`src/hw/iCachePkg.sv`:
```
package iCachePkg;

    // cache geometry, all sizes in bytes are given as log2
    localparam int CACHE_SIZE_E = 10;
    localparam int CLSIZE_E = 6;
    localparam int ASSOC = 2;

    localparam int NUM_LINES = 1 << (CACHE_SIZE_E - CLSIZE_E);
    localparam int NUM_SETS = NUM_LINES / ASSOC;
    localparam int SET_BITS = $clog2(NUM_SETS);
    localparam int WAY_BITS = $clog2(ASSOC);
    localparam int WORDS_PER_LINE = 1 << (CLSIZE_E - 2);

    // pc bits above set index and line offset
    localparam int TAG_BITS = 32 - CLSIZE_E - SET_BITS;

    // word address into the data array as {way, set, word}
    localparam int DATA_ADDR_BITS = WAY_BITS + SET_BITS + CLSIZE_E - 2;

    // command from the tag table to the line-fill controller
    typedef enum logic {
        MEMC_NONE,
        MEMC_FILL
    } MemcCmd;

    // one tag slot per set and way
    typedef struct packed {
        logic [TAG_BITS-1:0] tag;
        logic                valid;
    } TagEntry;

endpackage

```
`src/hw/memcIf.sv`:
```
`timescale 1ns/1ps

interface memcIf
    import iCachePkg::*;
();

    MemcCmd cmd;

    // external line address, pc without the line offset
    logic [31-CLSIZE_E:0] lineAddr;

    // {way, set} part of the data array address
    logic [WAY_BITS+SET_BITS-1:0] dataBase;

    logic busy;

    // tag table side
    modport client (
        output cmd,
        output lineAddr,
        output dataBase,
        input  busy
    );

    // fill controller side
    modport server (
        input  cmd,
        input  lineAddr,
        input  dataBase,
        output busy
    );

endinterface

```
`src/hw/lineFillCtrl.sv`:
```
`timescale 1ns/1ps

module lineFillCtrl
    import iCachePkg::*;
(
    input  logic                      clk,
    input  logic                      rst,
    memcIf.server                     memc,
    output logic                      wrEn,
    output logic [DATA_ADDR_BITS-1:0] wrAddr,
    output logic [31:0]               wrData,
    output logic                      arvalid,
    input  logic                      arready,
    output logic [31:0]               araddr,
    output logic [2:0]                arprot,
    input  logic                      rvalid,
    output logic                      rready,
    input  logic [31:0]               rdata,
    input  logic [1:0]                rresp
);

    typedef enum logic [1:0] {
        IDLE,
        ADDR,
        RESP,
        FINISH
    } FillState;

    FillState state;

    logic [31-CLSIZE_E:0]         lineAddr;
    logic [WAY_BITS+SET_BITS-1:0] lineBase;
    logic [CLSIZE_E-3:0]          wordCnt;
    logic [CLSIZE_E-3:0]          nextWord;
    logic                         lastWord;

    assign nextWord = wordCnt + 1'b1;
    assign lastWord = int'(wordCnt) == WORDS_PER_LINE - 1;

    // unprivileged secure instruction access
    assign arprot = 3'b100;

    always_ff @(posedge clk) begin
        wrEn <= 1'b0;
        if (rst) begin
            state <= IDLE;
            memc.busy <= 1'b0;
            arvalid <= 1'b0;
            rready <= 1'b0;
        end else begin
            case (state)
                IDLE: begin
                    if (memc.cmd == MEMC_FILL) begin
                        lineAddr <= memc.lineAddr;
                        lineBase <= memc.dataBase;
                        wordCnt <= '0;
                        araddr <= {memc.lineAddr, {CLSIZE_E{1'b0}}};
                        arvalid <= 1'b1;
                        memc.busy <= 1'b1;
                        state <= ADDR;
                    end
                end
                ADDR: begin
                    if (arready) begin
                        arvalid <= 1'b0;
                        rready <= 1'b1;
                        state <= RESP;
                    end
                end
                RESP: begin
                    if (rvalid) begin
                        rready <= 1'b0;
                        wrEn <= 1'b1;
                        wrAddr <= {lineBase, wordCnt};
                        wrData <= rdata;
                        wordCnt <= nextWord;
                        if (lastWord) begin
                            state <= FINISH;
                        end else begin
                            araddr <= {lineAddr, nextWord, 2'b00};
                            arvalid <= 1'b1;
                            state <= ADDR;
                        end
                    end
                end
                default: begin
                    // last word lands in the array on this edge
                    memc.busy <= 1'b0;
                    state <= IDLE;
                end
            endcase
        end
    end

    assert property (@(posedge clk) disable iff (rst)
        arvalid && !arready |=> arvalid && $stable(araddr));

    // a slave error would leave a bad word in the line
    assert property (@(posedge clk) disable iff (rst)
        rvalid && rready |-> rresp == 2'b00);

endmodule

```
`src/flat_wrapper.sv`:
```
// flat-port wrapper written by rule: the top's interface ports become plain ports
module lineFillCtrl_flat import iCachePkg::*;
  (clk, rst, wrEn, wrAddr, wrData, arvalid, arready, araddr, arprot, rvalid, rready, rdata, rresp, memc_cmd, memc_lineAddr, memc_dataBase, memc_busy);
  memcIf memc_i ();
  input  logic clk;
  input  logic rst;
  output logic wrEn;
  output logic [DATA_ADDR_BITS-1:0] wrAddr;
  output logic [31:0] wrData;
  output logic arvalid;
  input  logic arready;
  output logic [31:0] araddr;
  output logic [2:0] arprot;
  input  logic rvalid;
  output logic rready;
  input  logic [31:0] rdata;
  input  logic [1:0] rresp;
  input wire logic [$bits(memc_i.cmd)-1:0] memc_cmd;
  input wire logic [$bits(memc_i.lineAddr)-1:0] memc_lineAddr;
  input wire logic [$bits(memc_i.dataBase)-1:0] memc_dataBase;
  output wire logic [$bits(memc_i.busy)-1:0] memc_busy;
  assign memc_i.cmd = memc_cmd;
  assign memc_i.lineAddr = memc_lineAddr;
  assign memc_i.dataBase = memc_dataBase;
  assign memc_busy = memc_i.busy;
  lineFillCtrl u_core (.clk(clk), .rst(rst), .memc(memc_i), .wrEn(wrEn), .wrAddr(wrAddr), .wrData(wrData), .arvalid(arvalid), .arready(arready), .araddr(araddr), .arprot(arprot), .rvalid(rvalid), .rready(rready), .rdata(rdata), .rresp(rresp));
endmodule
```
`config.mk`:
```
export PLATFORM = sky130hd
export DESIGN_NAME = lineFillCtrl_flat
export DESIGN_NICKNAME = d
export VERILOG_FILES = /design/src/hw/iCachePkg.sv /design/src/hw/memcIf.sv /design/src/hw/lineFillCtrl.sv /design/src/flat_wrapper.sv
export SDC_FILE = /design/constraint.sdc
export NUM_CORES = 1
export LEC_CHECK = 0
export ABC_AREA = 0
export BUFFER_PORTS_ARGS = -buffer_cell sky130_fd_sc_hd__buf_2
export CAP_MARGIN = 20
export CORE_MARGIN = 5
export CORE_UTILIZATION = 49
export CTS_CLUSTER_DIAMETER = 150
export CTS_CLUSTER_SIZE = 40
export DETAILED_ROUTE_END_ITERATION = 8
export PLACE_DENSITY = 0.8
export SYNTH_ARGS = -nofsm -noshare
export SYNTH_HDL_FRONTEND = slang
export SYNTH_SLANG_ARGS = --single-unit
```
`constraint.sdc`:
```
create_clock -name clk -period 5.5 [get_ports clk]
set_clock_uncertainty 0.15 [all_clocks]
set_input_delay 0.55 -clock clk [delete_from_list [all_inputs] [get_ports clk]]
set_output_delay 0.55 -clock clk [all_outputs]
set_load 0.005 [all_outputs]
```
==> qor.txt <==
status - finished, final reports clean
cell taking the most area after synthesis - edfxtp_1
Synth Instances - 196
Core ar. - 0.00781 sq mm
die width - 100 microns
synthesized flop and latch total - 110
P_sw - 0.618 mW
Overflow after GRT - 0
Placed Area - 0.00478 sq mm
pre-CTS WS - 2.81 ns
Worst-Margin Slew - 0.869 ns
Max clock buf depth - 2
Slew HR - 42.1%
Via density - 4.96
peak supply drop - 307 uV
Crit Path Class - flip-flop to flip-flop
routed length on met2 - 3.91 mm
antenna violations before repair - 0
Non-Filler Instances - 450
FF/Latch Area - 0.00324 sq mm
pin count of the biggest net entering global routing - 41
Crit Path Max Fanout - 26
Post-Syn Area - 0.00397 sq mm
Seq/Total Area, Yosys - 81.7%
Clk Latency, worst-skew pair - 0.36 ns
vias - 2230
LEAKAGE - 1.93 nW
post-cts resize count - 0
Final Critical Period - 2.67 ns
Syn-to-layout area delta - 25.3%
highest metal used - met4
cell count after placement - 434
critical-path cell list - inv_1 -> ha_1 -> nand2b_2 -> nand2_1 -> nor4_2 -> buf_4
syn_area_per_cell - 20.2 sq um
vias in the first global route - 2259
Post-CTS Setup Bufs - 0
Final Util - 63.7%
met3 WL post-DR - 712 microns
Initial DRC Count - 83
WP buf/inv - 2
Final TNS setup - 0 ns
Hold Path Class - input port to flip-flop
router iterations before antenna repair - 4
GRT Util Overall - 15.4%
final hold violation count - 0
Max Fclk - 375 MHz
first-pass GRT wire length - 11.8 mm
CTS buffer count - 9
critical path capture point type - flip-flop
# fillers - 584
CP max stage delay - 0.61 ns
Crit path max-delay family - simple AND/OR/NAND/NOR gates
die footprint - 0.0100 sq mm
RSZ-0062 raised after global routing - no
DR DRC count - 0
htree depth - 3
part of the power in registers - 55.2%
wl on met1 - 3.21 mm
warnings from Yosys - 0
clock power share - 21.3%
Max Slew Vio Count - 0
antenna viol nets, final - 0
Worst-path clk slew - 0.11 ns
IO Port Bufs - 140
Layout Nets - 418
average wire per standard cell - 17.4 microns
FP Rows - 32
Synth top area share - 78.7%
number of cells on the worst hold path - 1
power per cell area - 430 mW/mm^2
Antenna diodes - 0
top cells by area, synth - edfxtp_1 79%, mux2_2 7.4%, dfxtp_1 3.0%
combinational share of power - 23.5%
Die Ht - 100 microns
share of post-route cells with drive strength above 1 - 55.7%
setup violators final - 0
hold_buf cts - 0
CTS tree - done
Distinct cells, synth - 32
crit path launch type - flip-flop
routability cong. - 0.764
drt total wl - 7.84 mm
Cell Int Power - 1.52 mW
CTS sink count - 110
Starting Density - 50.8%
final setup margin - 2.83 ns
I/O pins - 148
cell area after layout - 0.00497 sq mm
Root Buffer - clkbuf_8
max_cap viols - 0
Arr. time, crit path - 2.55 ns
switch share - 28.9%
area of the multi-input gates - 682 sq um
Critical Path RT - 5.38 ns
period utilization - 48.5%
Reg2Reg Depth - 6
HPWL after DPL - 5.76 mm
CP Depth - 6
crit path max-delay cell type - nor4_2
## state kept, by name (all words and copies together) (netlist names), 2 cells and up
signal           count
u_core.wrAddr        8
u_core.araddr       30
u_core.state         2
u_core.wordCnt       4
u_core.wrData       32
u_core.lineBase      4
u_core.lineAddr     26
## cell usage in the layout (no fill, tap or decap), drive strengths merged, types with 3 or more instances in the layout
cell,netlist,layout
clkinv,0,5
nand2,4,4
nand2b,4,4
inv,3,5
ha,6,6
buf,8,142
nor2,4,4
a21oi,3,3
dfxtp,6,6
edfxtp,104,104
conb,2,5
mux2,26,26
and2,3,3
clkbuf,1,9
## metal layers
layer	track usage [%]	vias to the layer above
met4	3.11	0
met2	25.7	113
met5	0	-
met3	5.21	2
li1	-	1041
met1	19.8	1074
## kinds of logic (layout without fill, tap and decap cells)
logic type | after synthesis | count (layout) | synth area share (%)
DFF | 110 | 110 | 81.7
and+or+nand+nor | 28 | 28 | 4.22
muxes | 26 | 26 | 7.38
buffers and inverters | 12 | 161 | 1.77
AOI/OAI and AO/OA | 10 | 10 | 2.40
adders and majority gates | 6 | 6 | 1.89
other | 2 | 5 | 0.189
xor gates and xnor gates | 2 | 2 | 0.441
## metrics by stage
stage	hold slack (ns)	power [mW]
floorplan	0.250	1.51
finish	0.203	2.14
global route	0.170	2.26
CTS	0.186	2.17
detailed placement	0.265	1.71
global placement	0.252	1.69
## path summary, 6_finish.rpt
kind	start	end	slack, ns
worst max-delay path	u_core.state[0]$_SDFFE_PP0P_	u_core.araddr[26]$_DFFE_PP_	2.83
worst min-delay path	rdata[7]	u_core.wrData[7]$_DFFE_PP_	0.20
worst max register to register	u_core.state[0]$_SDFFE_PP0P_	u_core.araddr[26]$_DFFE_PP_	2.83
worst min register to register	u_core.lineBase[3]$_DFFE_PP_	u_core.wrAddr[7]$_DFFE_PP_	0.28
## cell type report
cell class,count,area share (%)
clock buffers,9,2.49
clock inverters,7,1.36
inverters,3,0.227
multi-input cells,77,13.7
flip-flops and latches,110,65.2
well taps,102,2.57
repair buffers,142,14.4
## power by group through the flow
stage | Sequential (mW) | Combinational [mW] | Clock [mW]
6_report | 1.18 | 0.503 | 0.456
2_1_floorplan | 1.21 | 0.301 | 0
3_5_place_dp | 1.20 | 0.512 | 0
3_3_place_gp | 1.19 | 0.502 | 0
5_1_grt | 1.20 | 0.557 | 0.508
4_1_cts | 1.18 | 0.512 | 0.471
## synthesized netlist by cell type (all sizes together)
library cell  number
nor2b              1
a311oi             2
a31oi              2
nand3              2
dfxtp              6
ha                 6
nor4b              1
a21oi              3
and3               1
and4               1
and3b              2
mux2              26
inv                3
a211oi             1
buf                8
clkbuf             1
edfxtp           104
a41oi              2
conb               2
nand2              4
nor3               2
nor4               1
or2                1
nor2               4
nand2b             4
xnor2              1
nand4              1
and2               3
xor2               1
(Power assumes the default switching activity.)
