--- src/hw/iCachePkg.sv ---
package iCachePkg;

    // cache geometry, all sizes in bytes are given as log2
    localparam int CACHE_SIZE_E = 10;
    localparam int CLSIZE_E = 6;
    localparam int ASSOC = 2;

    localparam int NUM_LINES = 1 << (CACHE_SIZE_E - CLSIZE_E);
    localparam int NUM_SETS = NUM_LINES / ASSOC;
    localparam int SET_BITS = $clog2(NUM_SETS);
    localparam int WAY_BITS = $clog2(ASSOC);
    localparam int WORDS_PER_LINE = 1 << (CLSIZE_E - 2);

    // pc bits above set index and line offset
    localparam int TAG_BITS = 32 - CLSIZE_E - SET_BITS;

    // word address into the data array as {way, set, word}
    localparam int DATA_ADDR_BITS = WAY_BITS + SET_BITS + CLSIZE_E - 2;

    // command from the tag table to the line-fill controller
    typedef enum logic {
        MEMC_NONE,
        MEMC_FILL
    } MemcCmd;

    // one tag slot per set and way
    typedef struct packed {
        logic [TAG_BITS-1:0] tag;
        logic                valid;
    } TagEntry;

endpackage

--- src/hw/memcIf.sv ---
`timescale 1ns/1ps

interface memcIf
    import iCachePkg::*;
();

    MemcCmd cmd;

    // external line address, pc without the line offset
    logic [31-CLSIZE_E:0] lineAddr;

    // {way, set} part of the data array address
    logic [WAY_BITS+SET_BITS-1:0] dataBase;

    logic busy;

    // tag table side
    modport client (
        output cmd,
        output lineAddr,
        output dataBase,
        input  busy
    );

    // fill controller side
    modport server (
        input  cmd,
        input  lineAddr,
        input  dataBase,
        output busy
    );

endinterface

--- src/hw/iCacheTable.sv ---
`timescale 1ns/1ps

module iCacheTable
    import iCachePkg::*;
(
    input  logic                      clk,
    input  logic                      rst,
    input  logic                      fetchValid,
    input  logic [31:0]               fetchPc,
    output logic                      fetchStall,
    output logic [DATA_ADDR_BITS-1:0] lookupAddr,
    output logic                      readEn,
    memcIf.client                     memc
);

    typedef enum logic [1:0] {
        IDLE,
        LOAD_RQ,
        LOAD_ACTIVE,
        CLEAN
    } TableState;

    TableState state;

    TagEntry             tagTable [NUM_SETS][ASSOC];
    logic [WAY_BITS-1:0] victim [NUM_SETS];

    logic [SET_BITS-1:0] setIdx;
    logic [TAG_BITS-1:0] pcTag;
    logic                hit;
    logic [WAY_BITS-1:0] hitWay;

    logic [SET_BITS-1:0] cleanIdx;
    logic [SET_BITS-1:0] loadSet;
    logic [WAY_BITS-1:0] loadWay;

    assign setIdx = fetchPc[CLSIZE_E +: SET_BITS];
    assign pcTag = fetchPc[31 -: TAG_BITS];

    always_comb begin
        hit = 1'b0;
        hitWay = '0;
        for (int w = 0; w < ASSOC; w++) begin
            if (tagTable[setIdx][w].valid && tagTable[setIdx][w].tag == pcTag) begin
                hit = 1'b1;
                hitWay = WAY_BITS'(w);
            end
        end
    end

    // lookups are only served once the sweep and any fill are done
    assign fetchStall = fetchValid && (!hit || state != IDLE);
    assign readEn = fetchValid && hit && state == IDLE;
    assign lookupAddr = {hitWay, setIdx, fetchPc[CLSIZE_E-1:2]};

    always_ff @(posedge clk) begin
        if (rst) begin
            state <= CLEAN;
            cleanIdx <= '0;
            memc.cmd <= MEMC_NONE;
            for (int s = 0; s < NUM_SETS; s++) begin
                victim[s] <= '0;
            end
        end else begin
            // round robin, step past the way that was just used
            if (readEn && victim[setIdx] == hitWay) begin
                victim[setIdx] <= victim[setIdx] + 1'b1;
            end

            case (state)
                CLEAN: begin
                    for (int w = 0; w < ASSOC; w++) begin
                        tagTable[cleanIdx][w].valid <= 1'b0;
                    end
                    if (cleanIdx == SET_BITS'(NUM_SETS - 1)) begin
                        state <= IDLE;
                    end
                    cleanIdx <= cleanIdx + 1'b1;
                end
                LOAD_RQ: begin
                    if (memc.busy) begin
                        memc.cmd <= MEMC_NONE;
                        state <= LOAD_ACTIVE;
                    end
                end
                LOAD_ACTIVE: begin
                    if (!memc.busy) begin
                        tagTable[loadSet][loadWay].valid <= 1'b1;
                        state <= IDLE;
                    end
                end
                default: begin
                    if (fetchValid && !hit) begin
                        memc.cmd <= MEMC_FILL;
                        memc.lineAddr <= fetchPc[31:CLSIZE_E];
                        memc.dataBase <= {victim[setIdx], setIdx};
                        loadSet <= setIdx;
                        loadWay <= victim[setIdx];
                        // claim the victim way now, it turns valid after the fill
                        tagTable[setIdx][victim[setIdx]] <= '{tag: pcTag, valid: 1'b0};
                        state <= LOAD_RQ;
                    end
                end
            endcase
        end
    end

    assert property (@(posedge clk) disable iff (rst)
        memc.cmd == MEMC_FILL |-> state == LOAD_RQ);

    assert property (@(posedge clk) disable iff (rst)
        !(readEn && fetchStall));

endmodule

--- src/flat_wrapper.sv ---
// flat-port wrapper written by rule: the top's interface ports become plain ports
module iCacheTable_flat import iCachePkg::*;
  (clk, rst, fetchValid, fetchPc, fetchStall, lookupAddr, readEn, memc_cmd, memc_lineAddr, memc_dataBase, memc_busy);
  memcIf memc_i ();
  input  logic clk;
  input  logic rst;
  input  logic fetchValid;
  input  logic [31:0] fetchPc;
  output logic fetchStall;
  output logic [DATA_ADDR_BITS-1:0] lookupAddr;
  output logic readEn;
  output wire logic [$bits(memc_i.cmd)-1:0] memc_cmd;
  output wire logic [$bits(memc_i.lineAddr)-1:0] memc_lineAddr;
  output wire logic [$bits(memc_i.dataBase)-1:0] memc_dataBase;
  input wire logic [$bits(memc_i.busy)-1:0] memc_busy;
  assign memc_cmd = memc_i.cmd;
  assign memc_lineAddr = memc_i.lineAddr;
  assign memc_dataBase = memc_i.dataBase;
  assign memc_i.busy = memc_busy;
  iCacheTable u_core (.clk(clk), .rst(rst), .fetchValid(fetchValid), .fetchPc(fetchPc), .fetchStall(fetchStall), .lookupAddr(lookupAddr), .readEn(readEn), .memc(memc_i));
endmodule
--- config.mk ---
export PLATFORM = sky130hd
export DESIGN_NAME = iCacheTable_flat
export DESIGN_NICKNAME = d
export VERILOG_FILES = /design/src/hw/iCachePkg.sv /design/src/hw/memcIf.sv /design/src/hw/iCacheTable.sv /design/src/flat_wrapper.sv
export SDC_FILE = /design/constraint.sdc
export NUM_CORES = 1
export LEC_CHECK = 0
export BUFFER_PORTS_ARGS = -buffer_cell sky130_fd_sc_hd__clkbuf_2
export CAP_MARGIN = 20
export CORE_MARGIN = 10
export CORE_UTILIZATION = 33
export DETAILED_ROUTE_END_ITERATION = 7
export PLACE_DENSITY_LB_ADDON = 0.08
export SETUP_SLACK_MARGIN = 0.2
export SLEW_MARGIN = 30
export SYNTH_ARGS = -nofsm -noshare
export SYNTH_HDL_FRONTEND = slang
export SYNTH_SLANG_ARGS = --single-unit
--- constraint.sdc ---
create_clock -name clk -period 6.5 [get_ports clk]
set_input_delay 0.975 -clock clk [delete_from_list [all_inputs] [get_ports clk]]
set_output_delay 0.975 -clock clk [all_outputs]
set_load 0.01 [all_outputs]
==> key figures <==
STA
  – Worst Skew: 21.6 ps
  – Relative slew slack: 37.2%
  – Tcrit/Tclk final: 83.6%
  – Worst slew pin tran: 937 ps
  – Max frequency: 0.184 GHz
  – RSZ-0062 raised after global routing: false
  – Max Transition Viols Final: 0
  – Post-layout min period: 5440 ps
  – Aggregate negative setup slack: 0 ps
  – Final WS setup: 1060 ps
  – Final hold vios: 0
  – # setup viols final: 0

Clock network
  – Clock Tree Buf Depth: 3
  – Post-CTS Hold Buffers: 0
  – Cts repair resizes: 0
  – CTS sink cnt: 425
  – Total CTS buffers: 49
  – Root buffer cell: clkbuf_16
  – Worst-Skew Late Latency: 600 ps
  – Clk slew on worst S/H paths: 60 ps
  – Htree depth: 2
  – CTS tree: yes
  – Post-CTS setup buffer count: 0

Setup path
  – Arrival time worst endpoint: 4460 ps
  – Required time of the critical path: 5520 ps
  – Element type at the critical path end: output port
  – Register-to-register setup slack: 2130 ps
  – Crit path max fanout: 30
  – Worst setup SP type: input port
  – CP Class: in2out

Placement
  – Placed insts: 1758
  – Port buffer count: 66
  – GPL Wtd Cong: 0.743
  – DP Wirelength: 29.4 mm
  – Dpl ws: 672 ps

Route
  – Max Used Layer: met4
  – Vias per cell: 5.13
  – DRC: 0
  – Initial DRC count: 661
  – Drt wl/cell: 26.2 um
  – Met3 WL post-DR: 1.85 mm
  – Final Routed Wirelength: 48.3 mm
  – DR vias: 9478
  – Drt pass-1 iters: 8
  – Met2 wire len: 22.7 mm
  – Post-route ant nets: 0
  – WL met1: 22.5 mm

Synth
  – Dominant synthesized flop cell: edfxtp_1
  – Seq/Total Area, Yosys: 71.8%
  – Seq cells post-synth: 425
  – Synth Warn #: 0
  – Syn Std Cell Area: 17700 um2
  – Synthesized area per cell: 17.4 um2
  – Syn Inst Count: 1015
  – Post-synth EDFFs: 419
  – Distinct cells, synth: 56
  – Synth Net Count: 1053
  – Ys async rst share: 0%

Status
  – Status: finished clean

Floorplanning
  – Core Box Area: 52900 um2
  – Chip width: 252 um
  – Die height: 252 um
  – Initial core utilization: 33.5%
  – FP Rows: 84
  – Die area: 63300 um2
  – # IOs: 77

Final layout
  – Share of cells above drive strength 1: 25.9%
  – Nets: 1159
  – Synth-to-layout area growth: 16.9%
  – Ant diodes: 0
  – Fillers: 4872
  – Final non-filler cell total: 1846
  – Final core utilization: 39.1%

Power
  – Pleak: 7.79 nW
  – Peak VDD IR: 0.171 mV
  – PD cells: 291 nW/um2
  – Tot Pwr: 0.00603 W

Worst hold path
  – HP Class: reg2reg

GRT
  – Antenna violations before repair: 0
  – Vias in the first global route: 9820
  – First-pass GRT wire length: 70.3 mm
  – Total GRT Usage: 15.2%
  – Pin count of the biggest net entering global routing: 51
  – GR Overflow Total: 0

Run
  – Max_cap viols: 0
==> final timing paths <==
check             cells past startpoint                endpoint                    from
setup / recovery                     13              fetchStall              fetchPc[7]
hold / removal                        2         u_core.memc.cmd         u_core.memc.cmd
setup reg to reg                     11  u_core.tagTable[1][41]  u_core.tagTable[6][47]
hold reg to reg                       2         u_core.memc.cmd         u_core.memc.cmd
==> cells in the mapped netlist (all sizes together) (3+ instances only) <==
master / instances / share of area (%)
clkbuf: 14 / 0.30
nand4: 12 / 0.59
a22oi: 42 / 1.8
mux2: 43 / 2.7
o31ai: 12 / 0.51
edfxtp: 419 / 71
nand2: 27 / 0.57
nand2b: 8 / 0.28
mux2i: 94 / 5.4
inv: 8 / 0.17
nor3: 19 / 0.54
nor4: 11 / 0.39
and2: 23 / 0.81
or4: 5 / 0.23
o21ai: 16 / 0.45
xnor2: 16 / 0.79
nor2b: 4 / 0.14
a21oi: 12 / 0.36
a31oi: 4 / 0.14
dfxtp: 6 / 0.68
buf: 54 / 2.5
nand3: 5 / 0.14
nor2: 33 / 0.71
or3: 11 / 0.39
and3: 7 / 0.25
o22ai: 32 / 1.1
xor2: 11 / 0.54
o211ai: 3 / 0.13
mux4: 38 / 4.8
==> placed cells by master, fill, tap and decap left out, drive strengths merged, types with 19 or more instances in the layout <==
cell	instances
nor3	19
clkinv	19
edfxtp	419
nand2	27
mux2i	94
o22ai	32
nor2	33
mux2	43
buf	60
clkbuf	124
a22oi	42
and2	23
mux4	38
==> routing by layer <==
layer | GRT usage, % | vias to the layer above
met4 | 5.04 | 0
met5 | 0 | -
met2 | 24.3 | 193
met1 | 20.7 | 4914
li1 | - | 4297
met3 | 2.74 | 74
==> kinds of logic after synthesis <==
logic type	share of synthesized area, %
flip-flops	71.8
multiplexers	13.0
AND/OR/NAND/NOR	5.59
AO/OA/AOI/OAI	5.23
buffers and inverters	2.94
XOR/XNOR	1.34
adder cells (fa/ha/maj)	0.141
==> power breakdown <==
group | switching, W | leakage (nW) | internal (W)
Combinational | 0.000161 | 2.30 | 0.0000979
Sequential | 0.00000615 | 4.71 | 0.00298
Clock | 0.00114 | 0.778 | 0.00165
Total | 0.00130 | 7.79 | 0.00472
==> stage by stage <==
step                hold WS [ps]  instance area, um2
floorplan                    486               17700
global placement             481               19000
detailed placement           484               19100
CTS                          501               20700
global route                 542               20700
finish                       492               20700
==> area by class of cell <==
class / instances / area [um2] / share of cell area [%]
Timing Repair Buffer: 123 / 892 / 4.31
Multi-Input combinational cell: 514 / 4600 / 22.2
Clock buffer: 61 / 1290 / 6.25
Sequential cell: 425 / 12700 / 61.4
Clock inverter: 27 / 302 / 1.46
Tap cell: 688 / 861 / 4.16
Inverter: 8 / 30.0 / 0.145
==> sequential cells by signal, summed over array words and instances (netlist names) <==
signal                flops
u_core.state              2
u_core.tagTable         384
u_core.victim             8
u_core.memc.dataBase      2
u_core.memc.lineAddr     23
u_core.cleanIdx           3
u_core.loadSet            2
u_core.memc.cmd           1
==> worst max-delay path, cell delays in order <==
cell      delay, ps
buf_4           420
buf_4           350
mux4_2          520
mux2i_1         180
xnor2_1         100
nor4_1          500
buf_4           220
nand4_1         120
buf_4           190
nor4b_4         320
nor2_1          110
o31a_1          270
clkbuf_2        130
(Power assumes the default switching activity.)
